File: src/common/rv_pkg.sv
////////////////////////////////////////
// RV32I subset, 32-bit only. LOAD, STORE and SYSTEM decode but retire as no-ops
////////////////////////////////////////

package rv_pkg;

    localparam int XLEN = 32;
    localparam int REG_ADDR_W = 5;
    localparam logic [XLEN-1:0] RESET_PC = 32'h8000_0000;

    // Major opcodes, inst[6:0]
    typedef enum logic [6:0] {
        OP_REG    = 7'b0110011,
        OP_IMM    = 7'b0010011,
        OP_LUI    = 7'b0110111,
        OP_AUIPC  = 7'b0010111,
        OP_BRANCH = 7'b1100011,
        OP_JAL    = 7'b1101111,
        OP_JALR   = 7'b1100111,
        OP_LOAD   = 7'b0000011,
        OP_STORE  = 7'b0100011,
        OP_SYSTEM = 7'b1110011
    } opcode_t;

    typedef enum logic [2:0] {
        FMT_R,
        FMT_I,
        FMT_S,
        FMT_B,
        FMT_U,
        FMT_J,
        FMT_N    // No immediate
    } inst_fmt_t;

    typedef enum logic [3:0] {
        ALU_ADD,
        ALU_SUB,
        ALU_SLL,
        ALU_SLT,
        ALU_SLTU,
        ALU_XOR,
        ALU_SRL,
        ALU_SRA,
        ALU_OR,
        ALU_AND
    } alu_op_t;

    // Branch funct3 encodings
    typedef enum logic [2:0] {
        BR_EQ  = 3'b000,
        BR_NE  = 3'b001,
        BR_LT  = 3'b100,
        BR_GE  = 3'b101,
        BR_LTU = 3'b110,
        BR_GEU = 3'b111
    } branch_fn_t;

    typedef struct packed {
        opcode_t                opcode;
        inst_fmt_t              fmt;
        logic [2:0]             funct3;
        logic [REG_ADDR_W-1:0]  rd;
        logic [REG_ADDR_W-1:0]  rs1;
        logic [REG_ADDR_W-1:0]  rs2;
        logic [XLEN-1:0]        imm;
        alu_op_t                alu_op;
        logic                   rd_we;    // Never set for rd == x0
    } decoded_t;

    typedef struct packed {
        logic [XLEN-1:0]        pc;
        logic [31:0]            inst;
        logic                   we;
        logic [REG_ADDR_W-1:0]  rd;
        logic [XLEN-1:0]        wdata;
    } retire_t;

endpackage

File: src/source/rv_decoder.sv
////////////////////////////////////////
// Pure combinational decode
////////////////////////////////////////
`timescale 1ns/1ps

module rv_decoder (
    input  logic [31:0]      inst,
    output rv_pkg::decoded_t dec
);

    rv_pkg::opcode_t            opcode;
    rv_pkg::inst_fmt_t          fmt;
    rv_pkg::alu_op_t            alu_op;
    logic [6:0]                 funct7;
    logic [2:0]                 funct3;
    logic [rv_pkg::XLEN-1:0]    imm;
    logic                       writes_rd;

    // Unknown opcodes keep their raw value and fall to the defaults below
    assign opcode = rv_pkg::opcode_t'(inst[6:0]);
    assign funct3 = inst[14:12];
    assign funct7 = inst[31:25];

    always_comb begin
        case (opcode)
            rv_pkg::OP_REG:                     fmt = rv_pkg::FMT_R;
            rv_pkg::OP_IMM, rv_pkg::OP_LOAD,
            rv_pkg::OP_JALR, rv_pkg::OP_SYSTEM: fmt = rv_pkg::FMT_I;
            rv_pkg::OP_STORE:                   fmt = rv_pkg::FMT_S;
            rv_pkg::OP_BRANCH:                  fmt = rv_pkg::FMT_B;
            rv_pkg::OP_LUI, rv_pkg::OP_AUIPC:   fmt = rv_pkg::FMT_U;
            rv_pkg::OP_JAL:                     fmt = rv_pkg::FMT_J;
            default:                            fmt = rv_pkg::FMT_N;
        endcase
    end

    always_comb begin
        case (fmt)
            rv_pkg::FMT_I: imm = {{20{inst[31]}}, inst[31:20]};
            rv_pkg::FMT_S: imm = {{20{inst[31]}}, inst[31:25], inst[11:7]};
            rv_pkg::FMT_B: imm = {{20{inst[31]}}, inst[7], inst[30:25], inst[11:8], 1'b0};
            rv_pkg::FMT_U: imm = {inst[31:12], 12'b0};
            rv_pkg::FMT_J: imm = {{12{inst[31]}}, inst[19:12], inst[20], inst[30:21], 1'b0};
            default:       imm = '0;
        endcase
    end

    always_comb begin
        alu_op = rv_pkg::ALU_ADD;    // Also address/offset adds
        if (opcode == rv_pkg::OP_REG || opcode == rv_pkg::OP_IMM) begin
            case (funct3)
                3'b000: alu_op = (fmt == rv_pkg::FMT_R && funct7[5]) ? rv_pkg::ALU_SUB
                                                                      : rv_pkg::ALU_ADD;
                3'b001: alu_op = rv_pkg::ALU_SLL;
                3'b010: alu_op = rv_pkg::ALU_SLT;
                3'b011: alu_op = rv_pkg::ALU_SLTU;
                3'b100: alu_op = rv_pkg::ALU_XOR;
                3'b101: alu_op = funct7[5] ? rv_pkg::ALU_SRA : rv_pkg::ALU_SRL;
                3'b110: alu_op = rv_pkg::ALU_OR;
                default: alu_op = rv_pkg::ALU_AND;
            endcase
        end
    end

    always_comb begin
        case (opcode)
            rv_pkg::OP_REG, rv_pkg::OP_IMM, rv_pkg::OP_LUI,
            rv_pkg::OP_AUIPC, rv_pkg::OP_JAL, rv_pkg::OP_JALR: writes_rd = 1'b1;
            default:                                           writes_rd = 1'b0;
        endcase
    end

    always_comb begin
        dec.opcode = opcode;
        dec.fmt    = fmt;
        dec.funct3 = funct3;
        dec.rd     = inst[11:7];
        dec.rs1    = inst[19:15];
        dec.rs2    = inst[24:20];
        dec.imm    = imm;
        dec.alu_op = alu_op;
        dec.rd_we  = writes_rd && (inst[11:7] != '0);
    end

endmodule

File: src/source/rv_regfile.sv
////////////////////////////////////////
// Reads are combinational, x0 reads zero
////////////////////////////////////////
`timescale 1ns/1ps

module rv_regfile (
    input  logic                          clk,
    input  logic                          reset,
    input  logic [rv_pkg::REG_ADDR_W-1:0] raddr1,
    input  logic [rv_pkg::REG_ADDR_W-1:0] raddr2,
    output logic [rv_pkg::XLEN-1:0]       rdata1,
    output logic [rv_pkg::XLEN-1:0]       rdata2,
    input  logic                          we,
    input  logic [rv_pkg::REG_ADDR_W-1:0] waddr,
    input  logic [rv_pkg::XLEN-1:0]       wdata
);

    logic [rv_pkg::XLEN-1:0] regs [2**rv_pkg::REG_ADDR_W];

    always_ff @(posedge clk or posedge reset) begin
        if (reset) begin
            for (int i = 0; i < 2**rv_pkg::REG_ADDR_W; i++) begin
                regs[i] <= '0;
            end
        end else if (we) begin
            regs[waddr] <= wdata;
        end
    end

    assign rdata1 = (raddr1 == '0) ? '0 : regs[raddr1];
    assign rdata2 = (raddr2 == '0) ? '0 : regs[raddr2];

endmodule

File: src/execute/rv_alu.sv
////////////////////////////////////////
// Combinational, shifts use the low 5 bits of B
////////////////////////////////////////
`timescale 1ns/1ps

module rv_alu (
    input  rv_pkg::decoded_t          dec,
    input  logic [rv_pkg::XLEN-1:0]   pc,
    input  logic [rv_pkg::XLEN-1:0]   rs1_data,
    input  logic [rv_pkg::XLEN-1:0]   rs2_data,
    output logic [rv_pkg::XLEN-1:0]   alu_result
);

    logic [rv_pkg::XLEN-1:0] op_a;
    logic [rv_pkg::XLEN-1:0] op_b;
    logic [4:0]              shamt;
    logic                    lt_signed;
    logic                    lt_unsigned;

    always_comb begin
        case (dec.opcode)
            rv_pkg::OP_LUI:    op_a = '0;
            rv_pkg::OP_AUIPC,
            rv_pkg::OP_JAL,
            rv_pkg::OP_BRANCH: op_a = pc;
            default:           op_a = rs1_data;
        endcase
    end

    assign op_b  = (dec.fmt == rv_pkg::FMT_R) ? rs2_data : dec.imm;
    assign shamt = op_b[4:0];

    assign lt_signed   = $signed(op_a) < $signed(op_b);
    assign lt_unsigned = op_a < op_b;

    always_comb begin
        case (dec.alu_op)
            rv_pkg::ALU_ADD:  alu_result = op_a + op_b;
            rv_pkg::ALU_SUB:  alu_result = op_a - op_b;
            rv_pkg::ALU_SLL:  alu_result = op_a << shamt;
            rv_pkg::ALU_SLT:  alu_result = {{(rv_pkg::XLEN-1){1'b0}}, lt_signed};
            rv_pkg::ALU_SLTU: alu_result = {{(rv_pkg::XLEN-1){1'b0}}, lt_unsigned};
            rv_pkg::ALU_XOR:  alu_result = op_a ^ op_b;
            rv_pkg::ALU_SRL:  alu_result = op_a >> shamt;
            rv_pkg::ALU_SRA:  alu_result = $unsigned($signed(op_a) >>> shamt);
            rv_pkg::ALU_OR:   alu_result = op_a | op_b;
            rv_pkg::ALU_AND:  alu_result = op_a & op_b;
            default:          alu_result = op_a + op_b;
        endcase
    end

endmodule

File: src/execute/rv_branch.sv
////////////////////////////////////////
// Jump target has its own adder, runs beside the ALU
////////////////////////////////////////
`timescale 1ns/1ps

module rv_branch (
    input  rv_pkg::decoded_t          dec,
    input  logic [rv_pkg::XLEN-1:0]   pc,
    input  logic [rv_pkg::XLEN-1:0]   rs1_data,
    input  logic [rv_pkg::XLEN-1:0]   rs2_data,
    output logic                      jump_taken,
    output logic [rv_pkg::XLEN-1:0]   jump_target
);

    rv_pkg::branch_fn_t      fn;
    logic                    cond;
    logic [rv_pkg::XLEN-1:0] base;
    logic [rv_pkg::XLEN-1:0] sum;

    assign fn = rv_pkg::branch_fn_t'(dec.funct3);

    always_comb begin
        case (fn)
            rv_pkg::BR_EQ:  cond = rs1_data == rs2_data;
            rv_pkg::BR_NE:  cond = rs1_data != rs2_data;
            rv_pkg::BR_LT:  cond = $signed(rs1_data) < $signed(rs2_data);
            rv_pkg::BR_GE:  cond = $signed(rs1_data) >= $signed(rs2_data);
            rv_pkg::BR_LTU: cond = rs1_data < rs2_data;
            rv_pkg::BR_GEU: cond = rs1_data >= rs2_data;
            default:        cond = 1'b0;    // funct3 010/011 never branch
        endcase
    end

    assign base = (dec.opcode == rv_pkg::OP_JALR) ? rs1_data : pc;
    assign sum  = base + dec.imm;

    always_comb begin
        jump_target = sum;
        case (dec.opcode)
            rv_pkg::OP_JAL:    jump_taken = 1'b1;
            rv_pkg::OP_BRANCH: jump_taken = cond;
            rv_pkg::OP_JALR: begin
                jump_taken  = 1'b1;
                jump_target = {sum[rv_pkg::XLEN-1:1], 1'b0};
            end
            default:           jump_taken = 1'b0;
        endcase
    end

endmodule

File: src/source/rv_core_ctrl.sv
////////////////////////////////////////
// One instruction in flight, EXEC is always a single cycle
////////////////////////////////////////
`timescale 1ns/1ps

module rv_core_ctrl (
    input  logic                          clk,
    input  logic                          reset,
    output logic                          imem_req,
    output logic [rv_pkg::XLEN-1:0]       imem_addr,
    input  logic                          imem_valid,
    input  logic [31:0]                   imem_rdata,
    output logic [31:0]                   inst,
    output logic [rv_pkg::XLEN-1:0]       pc,
    input  rv_pkg::decoded_t              dec,
    input  logic [rv_pkg::XLEN-1:0]       alu_result,
    input  logic                          jump_taken,
    input  logic [rv_pkg::XLEN-1:0]       jump_target,
    output logic                          reg_we,
    output logic [rv_pkg::REG_ADDR_W-1:0] reg_waddr,
    output logic [rv_pkg::XLEN-1:0]       reg_wdata,
    output logic                          retire_valid,
    output rv_pkg::retire_t               retire
);

    typedef enum logic {
        FETCH,
        EXEC
    } state_t;

    state_t                  state;
    logic                    req_q;
    logic                    accept;
    logic [rv_pkg::XLEN-1:0] pc_q;
    logic [rv_pkg::XLEN-1:0] pc_plus4;
    logic [rv_pkg::XLEN-1:0] next_pc;
    logic [rv_pkg::XLEN-1:0] wb_data;
    logic [31:0]             inst_q;

    assign accept = (state == FETCH) && req_q && imem_valid;

    always_ff @(posedge clk or posedge reset) begin
        if (reset) begin
            state <= FETCH;
            req_q <= 1'b0;
            pc_q  <= rv_pkg::RESET_PC;
        end else begin
            case (state)
                FETCH: begin
                    if (accept) begin
                        state <= EXEC;
                        req_q <= 1'b0;
                    end else begin
                        req_q <= 1'b1;    // First rise after reset
                    end
                end
                EXEC: begin
                    state <= FETCH;
                    req_q <= 1'b1;        // Next request together with the new PC
                    pc_q  <= next_pc;
                end
            endcase
        end
    end

    always_ff @(posedge clk) begin
        if (accept) begin
            inst_q <= imem_rdata;
        end
    end

    assign pc_plus4 = pc_q + rv_pkg::XLEN'(4);
    assign next_pc  = jump_taken ? jump_target : pc_plus4;

    // Link value for jumps
    assign wb_data = (dec.opcode == rv_pkg::OP_JAL || dec.opcode == rv_pkg::OP_JALR)
                     ? pc_plus4 : alu_result;

    assign imem_req     = req_q;
    assign imem_addr    = pc_q;
    assign inst         = inst_q;
    assign pc           = pc_q;
    assign retire_valid = (state == EXEC);

    assign reg_we    = (state == EXEC) && dec.rd_we;
    assign reg_waddr = dec.rd;
    assign reg_wdata = wb_data;

    always_comb begin
        retire.pc    = pc_q;
        retire.inst  = inst_q;
        retire.we    = dec.rd_we;
        retire.rd    = dec.rd;
        retire.wdata = wb_data;
    end

endmodule

File: src/source/rv_core.sv
////////////////////////////////////////
// Top level, imem answers only while imem_req is high
////////////////////////////////////////
`timescale 1ns/1ps

module rv_core (
    input  logic                    clk,
    input  logic                    reset,
    output logic                    imem_req,
    output logic [rv_pkg::XLEN-1:0] imem_addr,
    input  logic                    imem_valid,
    input  logic [31:0]             imem_rdata,
    output logic                    retire_valid,
    output rv_pkg::retire_t         retire
);

    logic [31:0]                   inst;
    logic [rv_pkg::XLEN-1:0]       pc;
    rv_pkg::decoded_t              dec;
    logic [rv_pkg::XLEN-1:0]       rs1_data;
    logic [rv_pkg::XLEN-1:0]       rs2_data;
    logic [rv_pkg::XLEN-1:0]       alu_result;
    logic                          jump_taken;
    logic [rv_pkg::XLEN-1:0]       jump_target;
    logic                          reg_we;
    logic [rv_pkg::REG_ADDR_W-1:0] reg_waddr;
    logic [rv_pkg::XLEN-1:0]       reg_wdata;

    rv_core_ctrl u_ctrl (
        .clk(clk), .reset(reset),
        .imem_req(imem_req), .imem_addr(imem_addr),
        .imem_valid(imem_valid), .imem_rdata(imem_rdata),
        .inst(inst), .pc(pc), .dec(dec),
        .alu_result(alu_result), .jump_taken(jump_taken), .jump_target(jump_target),
        .reg_we(reg_we), .reg_waddr(reg_waddr), .reg_wdata(reg_wdata),
        .retire_valid(retire_valid), .retire(retire)
    );

    rv_decoder u_decoder (.inst(inst), .dec(dec));

    rv_regfile u_regfile (
        .clk(clk), .reset(reset),
        .raddr1(dec.rs1), .raddr2(dec.rs2),
        .rdata1(rs1_data), .rdata2(rs2_data),
        .we(reg_we), .waddr(reg_waddr), .wdata(reg_wdata)
    );

    rv_alu u_alu (
        .dec(dec), .pc(pc), .rs1_data(rs1_data), .rs2_data(rs2_data),
        .alu_result(alu_result)
    );

    rv_branch u_branch (
        .dec(dec), .pc(pc), .rs1_data(rs1_data), .rs2_data(rs2_data),
        .jump_taken(jump_taken), .jump_target(jump_target)
    );

endmodule

File: config.mk
export PLATFORM = sky130hd
export DESIGN_NAME = rv_core
export DESIGN_NICKNAME = d
export VERILOG_FILES = /design/src/common/rv_pkg.sv /design/src/source/rv_decoder.sv /design/src/source/rv_regfile.sv /design/src/execute/rv_alu.sv /design/src/execute/rv_branch.sv /design/src/source/rv_core_ctrl.sv /design/src/source/rv_core.sv
export SDC_FILE = /design/constraint.sdc
export NUM_CORES = 2
export LEC_CHECK = 0
export BUFFER_PORTS_ARGS = -buffer_cell sky130_fd_sc_hd__buf_2
export CAP_MARGIN = 10
export CORE_MARGIN = 4
export CORE_UTILIZATION = 30
export CTS_BUF_LIST = sky130_fd_sc_hd__clkbuf_4 sky130_fd_sc_hd__clkbuf_8 sky130_fd_sc_hd__clkbuf_16
export DETAILED_ROUTE_END_ITERATION = 8
export GPL_ROUTABILITY_DRIVEN = 0
export HOLD_SLACK_MARGIN = 0.02
export PLACE_DENSITY = 0.41
export SLEW_MARGIN = 20
export SYNTH_ARGS = -nofsm -noshare
export SYNTH_HDL_FRONTEND = slang
export SYNTH_SLANG_ARGS = --single-unit
File: constraint.sdc
create_clock -name clk -period 46.5 [get_ports clk]
set_input_delay 9.3 -clock clk [delete_from_list [all_inputs] [get_ports clk]]
set_output_delay 9.3 -clock clk [all_outputs]
set_load 0.02 [all_outputs]
Word-level counts from Yosys, hierarchy flattened
Cells that the tools add are included.
{"block": "word_totals", "word_cells": 142, "in_bits": 35, "out_inout_bits": 136, "regBits": 1090}
{"block": "classes", "magnitude_cmp": 10, "n_eq_ne": 33, "n_reduce_logical": 18, "addsub": 4, "mux": 31, "shifts": 3, "bitwise": 7}
{"cell": "$bwmux W1024", "count": 1}
{"cell": "$mux W32", "count": 11}
{"cell": "$bmux W32 S5", "count": 2}
{"cell": "$pmux W32 S9", "count": 1}
{"cell": "$demux W32 S5", "count": 1}
{"cell": "$pmux W32 S5", "count": 1}
{"cell": "$lt A32 B32 Y1", "count": 4}
{"cell": "$add A32 B32 Y32", "count": 2}
{"cell": "$ge A32 B32 Y1", "count": 2}
{"cell": "$pmux W32 S2", "count": 1}
{"cell": "$add A32 B3 Y32 const B", "count": 1}
{"cell": "$and A32 B32 Y32", "count": 1}
{"cell": "$eq A32 B32 Y1", "count": 1}
{"cell": "$ne A32 B32 Y1", "count": 1}
{"cell": "$or A32 B32 Y32", "count": 1}
{"cell": "$shl A32 B5 Y32", "count": 1}
{"cell": "$shr A32 B5 Y32", "count": 1}
{"cell": "$sshr A32 B5 Y32", "count": 1}
{"cell": "$sub A32 B32 Y32", "count": 1}
{"cell": "$xor A32 B32 Y32", "count": 1}
{"cell": "$eq A7 B7 Y1 const B", "count": 4}
{"cell": "$pmux W4 S7", "count": 1}
{"cell": "$eq A7 B6 Y1 const B", "count": 3}
{"cell": "$eq A3 B3 Y1 const B", "count": 6}
{"cell": "26 further kinds", "count": 56}

Logic depth before layout (Yosys ltp)
{"block": "logic_depth", "ltp_word": 12, "mapped_depth": 30, "ltp_nobuf": 23}

Cells and area by module
Synthesis repeated with hierarchy kept, for this count alone.
{"block": "hier_totals", "hier_cells": 6270, "hier_area_um2": 74184.9}
{"module": "rv_regfile", "area_each_um2": 55130.4, "seq_area_each_um2": 25624.6, "instances": 1, "cells_per_inst": 3618}
{"module": "rv_alu", "area_each_um2": 10144.7, "seq_area_each_um2": 0.0, "instances": 1, "cells_per_inst": 1561}
{"module": "rv_core_ctrl", "area_each_um2": 4825.9, "seq_area_each_um2": 1813.0, "instances": 1, "cells_per_inst": 532}
{"module": "rv_branch", "area_each_um2": 3034.2, "seq_area_each_um2": 0.0, "instances": 1, "cells_per_inst": 410}
{"module": "rv_decoder", "area_each_um2": 1049.8, "seq_area_each_um2": 0.0, "instances": 1, "cells_per_inst": 149}

Least setup slack after synthesis
OpenSTA, ideal clock, no wires.
{"block": "synth_timing", "path_type": "flip-flop to output port", "start": "reg u_ctrl.inst_q[20] (netlist: u_ctrl.inst[20])", "end": "out retire[27] (netlist bit)", "n_path_buf": 11, "slack_ps": 30059, "stages_incl_launch_ff": 30, "t_arrival_ps": 7141, "path_cell_list": "edfxtp_1 buf_4 buf_12 buf_8 buf_8 buf_6 buf_6 clkbuf_1 buf_1 buf_1 mux4_2 mux4_2 mux2i_1 nor2_1 a21oi_1 ha_1 clkbuf_1 inv_1 a21oi_1 o21bai_1 a2111oi_0 nand3_1 a41o_1 a311o_1 a31oi_1 o221a_2 o2111ai_1 o21ai_1 clkbuf_1 inv_1"}
{"element": "start, declared", "line_no": "rv_core_ctrl.sv:38", "rtl": "logic [31:0] inst_q;"}
{"element": "start signal, assigned", "line_no": "rv_core_ctrl.sv:68", "rtl": "inst_q <= imem_rdata;"}
{"element": "end, declared", "line_no": "rv_core.sv:14", "rtl": "output rv_pkg::retire_t retire"}

==> metrics.cfg <==
[worst_setup_path]
worstSetupPathType = reg -> out
cp_slowest_cell = a2111oi_0
cp_data_arrival_time_ns = 10.54
path_cells = buf_4 > buf_4 > buf_4 > buf_12 > mux4_2 > mux4_2 > mux2i_1 > nor2_1 > a21oi_1 > ha_1 > nor2b_1 > and3b_1 > o211ai_1 > a21oi_1 > o21ai_0 > a2111oi_0 > o21ai_0 > nor3b_1 > nor3_1 > o21ai_4 > buf_4 > nand2_1 > buf_2
crit_buf_inv = 6
cpPeakStageDelay_ns = 0.92
start_kind = register
cp_common_cell = buf_4
required_ns = 37.20
cp_max_fo = 89
endpoint_kind = output pin
cp_top_family = buffers and inverters

[sta]
fin_worst_skew_ns = 0.0508
slew-limit-headroom = 0.153
min_period_ns = 19.84
rsz0062_at_grt = false
tightest_slew_ns = 1.26
worst_hold_slack_ns = 0.394
setup_viol = 0
min_period_over_period = 0.427
fin_tns_setup_ns = 0
final_max_slew_viol_count = 0
fmax_ghz = 0.0504
hold_viol = 0

[clock_network]
htreeDepth = 4
clk_transition_reported_paths_ns = 0.06
cts_sinks = 1090
cts_resized = 0
cts_tree = yes
hold_buffers = 0
cts_root_buf = clkbuf_16
postCtsSetupBuffers = 0
cts.path.max_buffers = 3
cts_buffers = 142
clk_latency_ns = 0.82

[routing]
drc = 0
viasPerCell = 5.89
drt_pass1_iterations = 9
wl_per_cell_um = 33.5
ant_nets = 0
vias = 57900
drt-total-wl_um = 330000
initialDrtViolationCount = 6014

[place]
placed_cell_area_um2 = 75300
hpwlAfterDp_um = 222000
port_buffers = 170

[die]
initial_core_util = 0.302
dieHeight_um = 498
core-area_um2 = 238000
ioPinCount = 171
num_rows = 179
die_x_um = 498
dieArea_um2 = 248000

[pwr]
power_density_nw_per_um2 = 34.0
p_sw_mw = 0.902
internal_power_mw = 1.83
total_power_mw = 2.73
p_seq_frac = 0.369
comb_power_share = 0.206
switching_share = 0.330
irDropWorstVdd_mv = 0.0399
p_leak_nw = 34.9
power_frac_clock = 0.425

[synthesis]
dominantRegCellSynth = dfrtp_1
synth_area_um2 = 72000
ys_top_cells_by_area = dfrtp_1, mux4_2, mux2_2, mux2i_1, nand2_1
synth-edff-count = 32
yosysWarnings = 0
synth_top_area_cell = dfrtp_1
netlist_instances = 6667
synth-seq-cells = 1090
synth.avg_cell_area_um2 = 10.8
async_flop_share = 0.971
ys_types = 132
syn_nets = 6867
ys_seq_area_frac = 0.381
yosysTopAreaCellShare = 0.367

[grt]
track_usage = 0.261
grt-ovfl-total = 0
grt_pass1_vias = 56600
grt_antenna_before_repair = 15
grt_max_degree = 157
grt_pass1_wl_um = 464000

[cells_and_area]
finalInstanceArea_um2 = 80300
syn_to_final_growth_pct = 11.5
seq_area_um2 = 27400
finalNetCount = 6744
nFillCells = 24100
multi_input_area_um2 = 40500
layout-drive-gt1-share = 0.265

[outcome]
outcome = finished clean

[min_path]
holdCritPathClass = reg -> reg

[job]
max-cap-violations = 0

-- per-stage QoR --
stage / setup slack, ns / utilization / cells
2_1_floorplan: 7.42 / - / 6667
3_3_place_gp: 27.73 / 0.316 / 9566
3_5_place_dp: 27.71 / 0.316 / 9566
4_1_cts: 26.80 / 0.337 / 9825
5_1_grt: 26.43 / 0.337 / 9827
6_report: 26.66 / 0.337 / 9839
-- path summary, 6_finish.rpt --
| path | slack [ns] | depth (start not counted) | from | to |
|---|---|---|---|---|
| max in group asynchronous | 34.20 | 6 | reset | u_ctrl.retire_valid |
| max | 26.66 | 23 | u_ctrl.inst[21] | retire[29] |
| max reg2reg | 36.85 | 22 | u_ctrl.inst[21] | u_regfile.regs[413] |
| min | 0.39 | 0 | u_regfile.regs[998] | u_regfile.regs[998] |
| min reg2reg | 0.39 | 0 | u_regfile.regs[998] | u_regfile.regs[998] |
| min in group asynchronous | 8.65 | 2 | reset | u_regfile.regs[941] |
-- layout by cell type (no fill, tap or decap), types with 77 or more instances in the layout --
cell,synthesis,final
inv_1,150,148
o21ai_1,266,261
mux2i_1,347,346
ha_1,162,162
mux4_2,467,467
o21ai_0,441,441
nor2_1,308,270
nand2_1,858,826
buf_2,106,170
a21oi_1,248,246
clkbuf_16,0,146
a31oi_1,91,87
dfrtp_1,1057,1056
a22oi_1,87,82
nand3_1,77,77
buf_4,54,227
mux2_2,371,371
-- final cells by class --
type,instances,share of cell area
clock buffers,201,0.0523
diodes,13,0.000405
repair buffers,408,0.0345
inverters,174,0.00838
clock inverters,58,0.00916
well taps,3167,0.0493
multi-input cells,4728,0.504
flip-flops and latches,1090,0.342
-- power by group through the flow --
| stage | Clock, mW | Sequential [mW] | Combinational [mW] |
|---|---|---|---|
| after global routing | 1.23 | 1.01 | 0.590 |
| after detailed placement | 0 | 1.03 | 0.553 |
| after global placement | 0 | 1.02 | 0.554 |
| after floorplan | 0 | 1.02 | 0.341 |
| final | 1.16 | 1.01 | 0.563 |
| after CTS | 1.19 | 1.01 | 0.555 |
-- cell usage after synthesis, drive strengths merged, types with 91 or more instances --
master and number:
nand2 858, buf 284, mux2 376, a22oi 91
a31oi 97, dfrtp 1057, inv 172, nor2 312
clkbuf 373, o21ai 736, ha 162, a21oi 249
mux4 510, mux2i 348
-- registers in the layout, indices dropped and copies added (netlist names) --
register	cells
u_regfile.regs	1024
u_ctrl.imem_addr	32
u_ctrl.inst	32
u_ctrl.imem_req	1
u_ctrl.retire_valid	1
-- metal layers --
layer  routed length, µm  global-route usage  vias up
met5                   7                   0        -
met4               18100               0.121        2
met3               23300              0.0500      671
met2              149000               0.407     2569
met1              139000               0.349    30100
li1                    -                   -    24600
-- cell families after synthesis --
family / Yosys count / share of synthesized area
muxes: 1234 / 0.269
and+or+nand+nor: 1573 / 0.0972
AOI/OAI and AO/OA: 1671 / 0.148
adders and majority gates: 165 / 0.0290
xor gates and xnor gates: 85 / 0.0103
buffers and inverters: 849 / 0.0647
DFF: 1090 / 0.381
-- worst register-to-register path: cells and delay by family, from the launching register on --
kind,cells,cell delay [ns]
and+or+nand+nor,5,1.61
AOI/OAI and AO/OA,8,2.82
muxes,3,1.68
DFF,1,0.33
buffers and inverters,5,2.82
adders and majority gates,1,0.33
(Power assumes the default switching activity.)
